==> src/hw/l2_cache_pkg.sv <==
// L2 cache shared definitions
`default_nettype none

package l2_cache_pkg;

    // tag sits above the set index
    localparam int ADDR_W  = 16;
    localparam int INDEX_W = 4;
    localparam int TAG_W   = ADDR_W - INDEX_W;
    localparam int SETS    = 16;

    // associativity
    localparam int WAYS    = 4;
    localparam int WAY_W   = 2;

    // one word per line
    localparam int DATA_W  = 32;

    // tree pseudo-LRU with bit 2 as root
    localparam int PLRU_W  = 3;

    // idle cycles before the eviction buffer drains
    localparam int DRAIN_W     = 3;
    localparam int DRAIN_DELAY = 7;

    typedef logic [ADDR_W-1:0]  addr_t;
    typedef logic [TAG_W-1:0]   tag_t;
    typedef logic [INDEX_W-1:0] index_t;
    typedef logic [DATA_W-1:0]  word_t;
    typedef logic [WAY_W-1:0]   way_t;
    typedef logic [WAYS-1:0]    way_mask_t;
    typedef logic [PLRU_W-1:0]  plru_t;
    typedef logic [DRAIN_W-1:0] drain_cnt_t;

    // cache controller states
    typedef enum logic [2:0] {
        IDLE,
        LOOKUP,
        FILL,
        EVICT,
        DRAIN
    } ctrl_state_t;

endpackage

`default_nettype wire

==> src/hw/l2_tag_lookup.sv <==
// L2 tag lookup and replacement
`timescale 1ns/1ps
`default_nettype none

module l2_tag_lookup (
    input  logic                 clk,
    input  logic                 rst,
    input  l2_cache_pkg::addr_t  adr,
    input  logic                 plru_update,
    input  logic                 fill,
    input  logic                 mark_dirty,
    input  logic                 invalidate_victim,
    output logic                 hit,
    output l2_cache_pkg::way_t   hit_way,
    output l2_cache_pkg::way_t   victim_way,
    output logic                 victim_invalid,
    output logic                 victim_dirty,
    output l2_cache_pkg::tag_t   victim_tag
);
    import l2_cache_pkg::*;

    // per-set bookkeeping
    tag_t      tag_mem   [SETS][WAYS];
    way_mask_t valid_mem [SETS];
    way_mask_t dirty_mem [SETS];
    plru_t     plru_mem  [SETS];

    index_t    idx;
    tag_t      req_tag;
    way_mask_t set_valid;
    way_mask_t way_match;
    plru_t     set_plru;
    plru_t     plru_next;

    assign idx       = adr[INDEX_W-1:0];
    assign req_tag   = adr[ADDR_W-1:INDEX_W];
    assign set_valid = valid_mem[idx];
    assign set_plru  = plru_mem[idx];

    // compare against every way of the set
    always_comb
    begin
        for (int i = 0; i < WAYS; i++)
        begin
            way_match[i] = set_valid[i] && (tag_mem[idx][i] == req_tag);
        end
    end

    assign hit = |way_match;

    // encode the matching way
    always_comb
    begin
        hit_way = '0;
        for (int i = 0; i < WAYS; i++)
        begin
            if (way_match[i])
                hit_way = way_t'(i);
        end
    end

    // victim is the lowest invalid way or the tree choice
    assign victim_invalid = ~&set_valid;

    always_comb
    begin
        if (victim_invalid)
        begin
            victim_way = '0;
            // scan downwards so the lowest invalid way wins
            for (int i = WAYS - 1; i >= 0; i--)
            begin
                if (!set_valid[i])
                    victim_way = way_t'(i);
            end
        end
        else if (!set_plru[2])
            victim_way = set_plru[0] ? 2'd2 : 2'd3;
        else
            victim_way = set_plru[1] ? 2'd0 : 2'd1;
    end

    assign victim_dirty = set_valid[victim_way] && dirty_mem[idx][victim_way];
    assign victim_tag   = tag_mem[idx][victim_way];

    // tree bits pointed away from the way just used
    always_comb
    begin
        plru_next = set_plru;
        case (hit_way)
            2'd0: plru_next = {1'b0, 1'b0, set_plru[0]};
            2'd1: plru_next = {1'b0, 1'b1, set_plru[0]};
            2'd2: plru_next = {1'b1, set_plru[1], 1'b0};
            default: plru_next = {1'b1, set_plru[1], 1'b1};
        endcase
    end

    // tag install on a fill
    always_ff @(posedge clk)
    begin
        if (fill)
            tag_mem[idx][victim_way] <= req_tag;
    end

    always_ff @(posedge clk)
    begin
        if (rst)
        begin
            for (int s = 0; s < SETS; s++)
            begin
                valid_mem[s] <= '0;
                dirty_mem[s] <= '0;
                plru_mem[s]  <= '0;
            end
        end
        else
        begin
            if (plru_update)
                plru_mem[idx] <= plru_next;
            if (mark_dirty)
                dirty_mem[idx][hit_way] <= 1'b1;
            // fill lands clean
            if (fill)
            begin
                valid_mem[idx][victim_way] <= 1'b1;
                dirty_mem[idx][victim_way] <= 1'b0;
            end
            // victim now lives in the eviction buffer
            if (invalidate_victim)
            begin
                valid_mem[idx][victim_way] <= 1'b0;
                dirty_mem[idx][victim_way] <= 1'b0;
            end
        end
    end

    // a tag may sit in only one way of a set
    a_one_match: assert property (@(posedge clk) disable iff (rst) $onehot0(way_match));

endmodule

`default_nettype wire

==> src/hw/l2_cache_control.sv <==
// L2 cache controller
`timescale 1ns/1ps
`default_nettype none

module l2_cache_control (
    input  logic                 clk,
    input  logic                 rst,
    input  logic                 cyc,
    input  logic                 stb,
    input  logic                 we,
    input  l2_cache_pkg::addr_t  adr,
    input  logic                 hit,
    input  logic                 victim_dirty,
    input  logic                 victim_invalid,
    input  logic                 ewb_full,
    input  logic                 ewb_hit,
    input  l2_cache_pkg::addr_t  ewb_adr,
    input  logic                 mem_ack,
    output logic                 ack,
    output logic                 plru_update,
    output logic                 fill,
    output logic                 mark_dirty,
    output logic                 invalidate_victim,
    output logic                 write_hit,
    output logic                 ewb_load,
    output logic                 ewb_write,
    output logic                 ewb_release,
    output logic                 mem_cyc,
    output logic                 mem_stb,
    output logic                 mem_we,
    output l2_cache_pkg::addr_t  mem_adr
);
    import l2_cache_pkg::*;

    ctrl_state_t state;
    ctrl_state_t next_state;
    drain_cnt_t  drain_cnt;
    logic        req;

    assign req = cyc && stb;

    always_comb
    begin
        next_state = state;
        case (state)
            IDLE:
            begin
                // cpu request beats the drain
                if (req)
                    next_state = LOOKUP;
                else if (ewb_full && (drain_cnt == '0))
                    next_state = DRAIN;
            end
            LOOKUP:
            begin
                if (ewb_hit || hit)
                    next_state = IDLE;
                else if (victim_invalid || !victim_dirty)
                    next_state = FILL;
                else if (!ewb_full)
                    next_state = EVICT;
                else
                    next_state = DRAIN;
            end
            FILL:
            begin
                // replay the lookup once the word is in
                if (mem_ack)
                    next_state = LOOKUP;
            end
            EVICT:
            begin
                next_state = FILL;
            end
            DRAIN:
            begin
                // back to a pending request or to idle
                if (mem_ack)
                    next_state = req ? LOOKUP : IDLE;
            end
            default:
            begin
                next_state = IDLE;
            end
        endcase
    end

    always_ff @(posedge clk)
    begin
        if (rst)
            state <= IDLE;
        else
            state <= next_state;
    end

    // idle countdown for the eviction buffer
    always_ff @(posedge clk)
    begin
        if (rst || (state == LOOKUP) || ((state == DRAIN) && mem_ack))
            drain_cnt <= drain_cnt_t'(DRAIN_DELAY);
        else if ((state == IDLE) && ewb_full && !req && (drain_cnt != '0))
            drain_cnt <= drain_cnt - 1'b1;
    end

    // cpu response with the buffer match first
    assign ack       = (state == LOOKUP) && (ewb_hit || hit);
    assign ewb_write = (state == LOOKUP) && ewb_hit && we;

    // cache hit bookkeeping
    assign plru_update = (state == LOOKUP) && !ewb_hit && hit;
    assign write_hit   = plru_update && we;
    assign mark_dirty  = plru_update && we;

    // install from memory on the fill beat
    assign fill = (state == FILL) && mem_ack;

    // dirty victim moves into the buffer
    assign ewb_load          = (state == EVICT);
    assign invalidate_victim = (state == EVICT);

    assign ewb_release = (state == DRAIN) && mem_ack;

    // memory master reads on fill and writes on drain
    assign mem_cyc = (state == FILL) || (state == DRAIN);
    assign mem_stb = mem_cyc;
    assign mem_we  = (state == DRAIN);
    assign mem_adr = (state == DRAIN) ? ewb_adr : adr;

    // idle always separates two responses
    a_ack_gap: assert property (@(posedge clk) disable iff (rst) ack |=> !ack);

    // buffer holds a single entry
    a_load_empty: assert property (@(posedge clk) disable iff (rst) !(ewb_load && ewb_full));

endmodule

`default_nettype wire

==> src/hw/l2_data_store.sv <==
// L2 cache data arrays
`timescale 1ns/1ps
`default_nettype none

module l2_data_store (
    input  logic                 clk,
    input  l2_cache_pkg::addr_t  adr,
    input  l2_cache_pkg::word_t  dat_w,
    input  l2_cache_pkg::word_t  mem_dat_r,
    input  l2_cache_pkg::way_t   hit_way,
    input  l2_cache_pkg::way_t   victim_way,
    input  logic                 write_hit,
    input  logic                 fill,
    input  logic                 ewb_hit,
    input  l2_cache_pkg::word_t  ewb_data,
    output l2_cache_pkg::word_t  dat_r,
    output l2_cache_pkg::word_t  victim_data
);
    import l2_cache_pkg::*;

    // one word per way per set
    word_t  data_mem [WAYS][SETS];

    index_t idx;

    assign idx = adr[INDEX_W-1:0];

    // cpu write on a hit and memory word on a fill
    always_ff @(posedge clk)
    begin
        if (write_hit)
            data_mem[hit_way][idx] <= dat_w;
        if (fill)
            data_mem[victim_way][idx] <= mem_dat_r;
    end

    // buffer word overrides the arrays
    always_comb
    begin
        if (ewb_hit)
            dat_r = ewb_data;
        else
            dat_r = data_mem[hit_way][idx];
    end

    // word headed for the eviction buffer
    assign victim_data = data_mem[victim_way][idx];

endmodule

`default_nettype wire

==> src/hw/l2_evict_buffer.sv <==
// L2 eviction write buffer
`timescale 1ns/1ps
`default_nettype none

module l2_evict_buffer (
    input  logic                 clk,
    input  logic                 rst,
    input  l2_cache_pkg::addr_t  adr,
    input  l2_cache_pkg::word_t  dat_w,
    input  l2_cache_pkg::tag_t   victim_tag,
    input  l2_cache_pkg::word_t  victim_data,
    input  logic                 ewb_load,
    input  logic                 ewb_write,
    input  logic                 ewb_release,
    output logic                 ewb_full,
    output logic                 ewb_hit,
    output l2_cache_pkg::addr_t  ewb_adr,
    output l2_cache_pkg::word_t  ewb_data
);
    import l2_cache_pkg::*;

    logic  entry_valid;
    addr_t entry_adr;
    word_t entry_data;

    // entry occupancy
    always_ff @(posedge clk)
    begin
        if (rst)
            entry_valid <= 1'b0;
        else if (ewb_load)
            entry_valid <= 1'b1;
        else if (ewb_release)
            entry_valid <= 1'b0;
    end

    // victim address rebuilt from its tag and the current set
    always_ff @(posedge clk)
    begin
        if (ewb_load)
            entry_adr <= {victim_tag, adr[INDEX_W-1:0]};
    end

    // cpu writes that match land here
    always_ff @(posedge clk)
    begin
        if (ewb_load)
            entry_data <= victim_data;
        else if (ewb_write)
            entry_data <= dat_w;
    end

    assign ewb_full = entry_valid;
    assign ewb_hit  = entry_valid && (adr == entry_adr);
    assign ewb_adr  = entry_adr;
    assign ewb_data = entry_data;

endmodule

`default_nettype wire

==> src/hw/l2_cache_top.sv <==
// L2 cache top level
`timescale 1ns/1ps
`default_nettype none

module l2_cache_top (
    input  logic                 clk,
    input  logic                 rst,
    // cpu side wishbone slave
    input  logic                 cyc,
    input  logic                 stb,
    input  logic                 we,
    input  l2_cache_pkg::addr_t  adr,
    input  l2_cache_pkg::word_t  dat_w,
    output logic                 ack,
    output l2_cache_pkg::word_t  dat_r,
    // memory side wishbone master
    output logic                 mem_cyc,
    output logic                 mem_stb,
    output logic                 mem_we,
    output l2_cache_pkg::addr_t  mem_adr,
    output l2_cache_pkg::word_t  mem_dat_w,
    input  logic                 mem_ack,
    input  l2_cache_pkg::word_t  mem_dat_r
);
    import l2_cache_pkg::*;

    // lookup results
    logic  hit;
    way_t  hit_way;
    way_t  victim_way;
    logic  victim_invalid;
    logic  victim_dirty;
    tag_t  victim_tag;
    word_t victim_data;

    // controller strobes
    logic  plru_update;
    logic  fill;
    logic  mark_dirty;
    logic  invalidate_victim;
    logic  write_hit;
    logic  ewb_load;
    logic  ewb_write;
    logic  ewb_release;

    // eviction buffer state
    logic  ewb_full;
    logic  ewb_hit;
    addr_t ewb_adr;
    word_t ewb_data;

    l2_tag_lookup u_tag_lookup (
        .clk(clk), .rst(rst), .adr(adr),
        .plru_update(plru_update), .fill(fill), .mark_dirty(mark_dirty),
        .invalidate_victim(invalidate_victim),
        .hit(hit), .hit_way(hit_way), .victim_way(victim_way),
        .victim_invalid(victim_invalid), .victim_dirty(victim_dirty),
        .victim_tag(victim_tag)
    );

    l2_cache_control u_control (
        .clk(clk), .rst(rst), .cyc(cyc), .stb(stb), .we(we), .adr(adr),
        .hit(hit), .victim_dirty(victim_dirty), .victim_invalid(victim_invalid),
        .ewb_full(ewb_full), .ewb_hit(ewb_hit), .ewb_adr(ewb_adr), .mem_ack(mem_ack),
        .ack(ack), .plru_update(plru_update), .fill(fill), .mark_dirty(mark_dirty),
        .invalidate_victim(invalidate_victim), .write_hit(write_hit),
        .ewb_load(ewb_load), .ewb_write(ewb_write), .ewb_release(ewb_release),
        .mem_cyc(mem_cyc), .mem_stb(mem_stb), .mem_we(mem_we), .mem_adr(mem_adr)
    );

    l2_evict_buffer u_evict_buffer (
        .clk(clk), .rst(rst), .adr(adr), .dat_w(dat_w),
        .victim_tag(victim_tag), .victim_data(victim_data),
        .ewb_load(ewb_load), .ewb_write(ewb_write), .ewb_release(ewb_release),
        .ewb_full(ewb_full), .ewb_hit(ewb_hit), .ewb_adr(ewb_adr), .ewb_data(ewb_data)
    );

    l2_data_store u_data_store (
        .clk(clk), .adr(adr), .dat_w(dat_w), .mem_dat_r(mem_dat_r),
        .hit_way(hit_way), .victim_way(victim_way),
        .write_hit(write_hit), .fill(fill),
        .ewb_hit(ewb_hit), .ewb_data(ewb_data),
        .dat_r(dat_r), .victim_data(victim_data)
    );

    // drain writes come straight from the buffer
    assign mem_dat_w = ewb_data;

endmodule

`default_nettype wire

==> config.mk <==
export PLATFORM = sky130hd
export DESIGN_NAME = l2_cache_top
export DESIGN_NICKNAME = d
export VERILOG_FILES = /design/src/hw/l2_cache_pkg.sv /design/src/hw/l2_tag_lookup.sv /design/src/hw/l2_cache_control.sv /design/src/hw/l2_data_store.sv /design/src/hw/l2_evict_buffer.sv /design/src/hw/l2_cache_top.sv
export SDC_FILE = /design/constraint.sdc
export NUM_CORES = 2
export LEC_CHECK = 0
export BUFFER_PORTS_ARGS = -buffer_cell sky130_fd_sc_hd__clkbuf_2
export CAP_MARGIN = 20
export CELL_PAD_IN_SITES_DETAIL_PLACEMENT = 2
export CELL_PAD_IN_SITES_GLOBAL_PLACEMENT = 2
export CORE_UTILIZATION = 43
export CTS_CLUSTER_SIZE = 20
export DETAILED_ROUTE_END_ITERATION = 12
export PLACE_DENSITY = 0.75
export SKIP_CTS_REPAIR_TIMING = 1
export SYNTH_ARGS = -nofsm -noshare
export SYNTH_HDL_FRONTEND = slang
export SYNTH_HIERARCHICAL = 1
export SYNTH_SLANG_ARGS = --single-unit
==> constraint.sdc <==
create_clock -name clk -period 14.8 [get_ports clk]
set_input_delay 2.96 -clock clk [delete_from_list [all_inputs] [get_ports clk]]
set_output_delay 2.96 -clock clk [all_outputs]
set_load 0.005 [all_outputs]
# Word level (Yosys, flattened, before mapping)
# Memories as Yosys holds them, arrays and structs flattened.
# Cells that the tools add are included.
[classes]
order_cmp = 8
bitwise = 14
n_reduce_logical = 45
n_eq_ne = 14
mux = 89
n_addsub = 1
[ops]
columns = ["op", "n"]
rows = [
  ["512-bit two-way mux", 4],
  ["512-bit OR reduction", 1],
  ["32-bit binary-select mux with 4-bit select", 2],
  ["32-bit two-way mux", 8],
  ["32-bit demux with 4-bit select", 1],
  ["12-bit == test", 4],
  ["48-bit two-way mux", 1],
  ["4-bit two-way mux", 10],
  ["12-bit two-way mux", 3],
  ["1-bit two-way mux", 34],
  ["12-bit binary-select mux with 2-bit select", 1],
  ["12-bit demux with 2-bit select", 1],
  ["3-bit two-way mux", 8],
  ["1-bit logical AND", 23],
  ["2-bit two-way mux", 9],
  ["16-bit == test", 1],
  ["16-bit two-way mux", 1],
  ["3-bit one-hot mux with 5 select lines", 1],
  ["1-bit bitwise OR", 12],
  ["4-bit OR reduction", 3],
  ["3-bit one-hot mux with 3 select lines", 1],
  ["3-bit by 2-bit == test with 1-bit output, second input constant", 2],
  ["3-bit logical NOT", 2],
  ["2-bit by 3-bit less-than comparator with 1-bit output, second input constant", 2],
  ["other kinds (25)", 36],
]
[totals]
ramBits = 2992
ff_bits = 55
mem_count = 5
output_inout_bits = 84
[memory_table]
columns = ["memory", "depth", "word_bits", "rd", "rd_ports_with_merged_regs", "wr", "line", "source"]
rows = [
  ["u_data_store.data_mem", 4, 512, 2, 0, 1, "l2_data_store.sv:22", "word_t data_mem [WAYS][SETS];"],
  ["u_tag_lookup.tag_mem", 16, 48, 1, 0, 1, "l2_tag_lookup.sv:23", "tag_t tag_mem [SETS][WAYS];"],
  ["u_tag_lookup.dirty_mem", 16, 4, 1, 0, 16, "l2_tag_lookup.sv:25", "way_mask_t dirty_mem [SETS];"],
  ["u_tag_lookup.valid_mem", 16, 4, 1, 0, 16, "l2_tag_lookup.sv:24", "way_mask_t valid_mem [SETS];"],
  ["u_tag_lookup.plru_mem", 16, 3, 1, 0, 16, "l2_tag_lookup.sv:26", "plru_t plru_mem [SETS];"],
]

# Logic depth before layout (Yosys ltp)
# An unclocked memory read counts as a cell.
[depth]
depth_word = 15
mapped_depth = 25
mapped_depth_nobuf = 14

# Hierarchy
# Netlist, hierarchy kept.
[modules_own_cells]
columns = ["mod", "seq_area_each_um2", "area_per_inst_um2", "instances", "cells_each"]
rows = [
  ["l2_data_store", 61499.0, 120088.9, 1, 7244],
  ["l2_tag_lookup", 28347.2, 40913.0, 1, 2360],
  ["l2_evict_buffer", 1461.4, 2042.0, 1, 111],
  ["l2_cache_control", 120.1, 680.7, 1, 80],
]

# Worst setup path after synthesis
# OpenSTA, ideal clock, no wires.
[synth_timing]
path_kind = "input-to-output"
start = "in adr[0]"
end = "out dat_r[4]"
path_stages = 18
path_buffers = 7
arrival_time_ps = 7489
required_time_ps = 11840
path_slack_ps = 4351
path_cell_list = "buf_6 > buf_2 > mux4_2 > a2bb2oi_1 > o22ai_1 > a2111oi_0 > nand3_1 > or4_1 > buf_4 > clkbuf_1 > nand2_1 > buf_6 > buf_2 > buf_2 > mux4_2 > a22oi_1 > a21oi_1 > o32a_1"
[synth_via]
elab_chain_len = 11
elab_cells_between_ends = 19
classes_between = "eq/ne (4); mux (7); bitwise (1); reduce/logical (4); memory (3)"
[synth_rtl]
columns = ["item", "line", "source"]
rows = [
  ["start, declared", "l2_cache_top.sv:12", "input l2_cache_pkg::addr_t adr,"],
  ["memory read 16 x 48 bit", "-", ""],
  ["12-bit == test", "l2_tag_lookup.sv:45", "way_match[i] = set_valid[i] && (tag_mem[idx][i] == req_tag);"],
  ["1-bit logical AND", "l2_tag_lookup.sv:45", ""],
  ["1-bit two-way mux", "l2_tag_lookup.sv:57", "if (way_match[i])"],
  ["2-bit two-way mux", "l2_tag_lookup.sv:57", ""],
  ["2-bit two-way mux (*)", "l2_tag_lookup.sv:57", ""],
  ["net hit_way[0]", "l2_cache_top.sv:29", "way_t hit_way;"],
  ["memory read 4 x 512 bit (*)", "-", ""],
  ["32-bit binary-select mux with 4-bit select (*)", "l2_data_store.sv:43", "dat_r = data_mem[hit_way][idx];"],
  ["32-bit two-way mux (implied by the code) (*) (2 in series)", "l2_data_store.sv:43", ""],
  ["32-bit two-way mux (*)", "l2_data_store.sv:40", "if (ewb_hit)"],
  ["end, declared", "l2_cache_top.sv:15", "output l2_cache_pkg::word_t dat_r,"],
]
# The timed path passes the listed nets; every way through them passes the cells marked *. The select of a mux whose other input is x is not followed.

# Worst setup path in the final report
[layout_timing]
start = "in adr[1]"
end = "out dat_r[3]"
# The elaborated chain is that of the path after synthesis.

==> results.json <==
{
  "fin_crit_ns": 13.81,
  "coreArea_sq_um": 379000,
  "slew_headroom": 0.0796,
  "postRouteAntennaNets": 0,
  "die_w_microns": 619,
  "worstPathArrival_ns": 10.85,
  "seq_power_share": 0.468,
  "grt-ovfl-total": 0,
  "ys_types": 100,
  "peakVddDrop_mv": 0.110,
  "viasPerCell": 7.65,
  "totalWireLength_microns": 773000,
  "wl_per_cell_microns": 51.6,
  "grt_usage": 0.395,
  "fillers": 33800,
  "nets": 9726,
  "intPower_mw": 15.1,
  "syn_inst": 9795,
  "port-buffer-count": 169,
  "fmax_mhz": 72.4,
  "period_share": 0.933,
  "required_ns": 11.84,
  "cp-start-kind": "input pin",
  "pre_cts_ws_ns": 1.59,
  "ys.flop_type": "edfxtp_1",
  "async_reset_ff_frac": 0,
  "drc_errors": 0,
  "slew_violations": 0,
  "final_area_sq_um": 183000,
  "first_pass_iters": 8,
  "clock_latency_ns": 1.04,
  "numClockSinks": 3047,
  "regToRegSetupSlack_ns": 6.63,
  "drive_above_1_share": 0.460,
  "power_density_nw_per_um2": 111,
  "area_growth_pct": 11.8,
  "die_height_microns": 619,
  "htreeDepth": 5,
  "worst_pin_slew_ns": 1.38,
  "power.switching_mw": 5.21,
  "synth-edff-count": 3040,
  "place_congestion": 0.945,
  "cts_tree": "done",
  "p_clk_frac": 0.429,
  "rsz0062_at_grt": "no",
  "criticalPathCategory": "input pin to output port",
  "numCtsBuffers": 349,
  "maxCapViolCount": 0,
  "floorplan.initialDensity": 0.432,
  "grt_max_degree": 111,
  "ctsLongestPathBuffers": 4,
  "cp-end-kind": "output port",
  "setup_slack_ns": 0.995,
  "hold_viol_final": 0,
  "netlist_area_sq_um": 164000,
  "first_global_vias": 114672,
  "hold_depth": 2,
  "path_clk_slew_ns": 0.06,
  "fin_worst_skew_ns": 0.113,
  "setup_tns_ns": 0,
  "syn_area_per_cell_sq_um": 16.7,
  "ys_seq_area_frac": 0.558,
  "drtIter0Drc": 20535,
  "yosysWarnings": 6,
  "share_comb_of_total_power": 0.103,
  "crit_path_max_fanout": 80,
  "min_path_type": "flop to flop",
  "ios": 170,
  "status": "finished clean",
  "die-area_sq_um": 383000,
  "leakage_nw": 57.7,
  "swShare": 0.256,
  "ff2ff_path_depth": 17,
  "syn_nets": 9883,
  "final-setup-viol-count": 0,
  "grt_pass1_wl_microns": 1030000,
  "row_count": 226,
  "synth-seq-cells": 3047,
  "cts-root-buf": "clkbuf_16",
  "via_count": 114672,
  "dpl_cell_area_sq_um": 171000,
  "antenna_found_initial": 71,
  "hpwl_microns": 461000
}
per-stage QoR:
| stage | power, mW | util | hold WS (ns) | std cells |
|---|---|---|---|---|
| CTS | 20.3 | 0.481 | 0.524 | 14894 |
| floorplan | 11.0 | - | 0.453 | 9795 |
| global placement | 11.6 | 0.450 | 0.462 | 14233 |
| detailed placement | 11.7 | 0.452 | 0.512 | 14261 |
| finish | 20.3 | 0.483 | 0.527 | 14993 |
| global route | 20.6 | 0.483 | 0.552 | 14945 |
critical path: stages:
cell and delay [ns]:
buf_8 0.58, buf_4 0.80, nor2b_1 0.84, a22oi_1 0.20, nand2_1 0.22, o22ai_1 0.13
o41a_1 0.42, nor4_4 0.74, nand2_1 0.22, nand2_4 0.68, buf_12 0.34, nor2b_1 0.97
a22oi_1 0.26, a21oi_1 0.29, nor3_1 0.22, o32a_1 0.53, clkbuf_2 0.18
placed cells by master (no fill, tap or decap), drive strengths merged, types with 57 or more instances in the layout:
| master | instances |
|---|---|
| nand2 | 279 |
| xnor2 | 60 |
| diode | 57 |
| nor3 | 126 |
| clkinv | 164 |
| mux2i | 292 |
| nor2 | 305 |
| a21oi | 116 |
| a21o | 62 |
| clkbuf | 594 |
| mux2 | 2129 |
| o21bai | 64 |
| buf | 513 |
| a22oi | 287 |
| mux4 | 1255 |
| edfxtp | 3040 |
layer usage:
layer,up-vias,GRT usage,part of all wire
li1,39795,-,-
met1,60747,0.500,0.35
met2,11184,0.565,0.43
met3,2894,0.155,0.15
met4,52,0.250,0.073
met5,-,0.00455,0.00073
path summary, 6_finish.rpt:
check / endpoint / from
max: dat_r[3] / adr[1]
min: u_control/drain_cnt[1] / u_control/drain_cnt[1]
max reg2reg: u_data_store/data_mem[0][202] / u_tag_lookup/tag_mem[10][9]
min reg2reg: u_control/drain_cnt[1] / u_control/drain_cnt[1]
layout make-up:
class | instances | area [sq um] | area share
Sequential cell | 3047 | 91400 | 0.499
Multi-Input combinational cell | 5540 | 67800 | 0.370
Clock buffer | 430 | 9060 | 0.0495
Timing Repair Buffer | 677 | 6280 | 0.0343
Tap cell | 5016 | 6280 | 0.0343
Clock inverter | 203 | 1980 | 0.0108
Antenna cell | 57 | 143 | 0.000779
Inverter | 23 | 110 | 0.000601
cell usage after synthesis (14+ instances only):
master / number / area [sq um]
o21ai_0: 34 / 170
a21oi_1: 116 / 581
buf_2: 323 / 1620
buf_4: 84 / 631
edfxtp_1: 3040 / 91300
nor3_1: 125 / 626
nand2b_1: 32 / 200
nand2_1: 277 / 1040
o21bai_1: 64 / 480
mux4_2: 1249 / 28100
mux2i_1: 292 / 2920
buf_6: 63 / 709
a211oi_1: 18 / 135
o22ai_1: 49 / 307
buf_1: 152 / 571
clkbuf_1: 548 / 2060
o2111ai_1: 15 / 131
xnor2_1: 60 / 526
a211o_1: 14 / 123
a22oi_1: 287 / 2150
nor2b_1: 29 / 181
nor2_1: 298 / 1120
mux2_2: 1906 / 21500
or3_1: 14 / 87.6
o211ai_1: 16 / 120
nand4_1: 45 / 282
mux2_1: 223 / 2510
o32a_1: 32 / 320
a221oi_1: 30 / 263
a22o_1: 35 / 307
a21o_1: 62 / 465
nand3_1: 54 / 270
registers in the layout, indices dropped and copies added (netlist names):
register,count
u_evict_buffer/ewb_data,32
u_control/drain_cnt,3
u_tag_lookup/plru_mem,48
u_data_store/data_mem,2048
u_control/state,3
u_evict_buffer/ewb_adr,16
u_tag_lookup/dirty_mem,64
u_tag_lookup/tag_mem,768
u_tag_lookup/valid_mem,64
u_evict_buffer/ewb_full,1
power by group through the flow:
stage	registers, mW	logic [mW]	clock network (mW)
floorplan	9.70	1.29	0
global placement	9.71	1.90	0
detailed placement	9.71	1.98	0
CTS	9.53	2.01	8.74
global route	9.53	2.12	8.99
finish	9.53	2.09	8.72
logic make-up (layout without fill, tap and decap cells):
kind of cell             after synthesis  count (layout)  synth area share
AND/OR/NAND/NOR                      946             946            0.0268
AO/OA/AOI/OAI                        844             844            0.0379
multiplexers                        3676            3676             0.337
buffers and inverters               1208            1333            0.0359
adder cells (fa/ha/maj)                2               2          0.000153
flip-flops                          3047            3047             0.558
XOR/XNOR                              72              72           0.00385
other                                  0              57                 0
(Power assumes the default switching activity.)
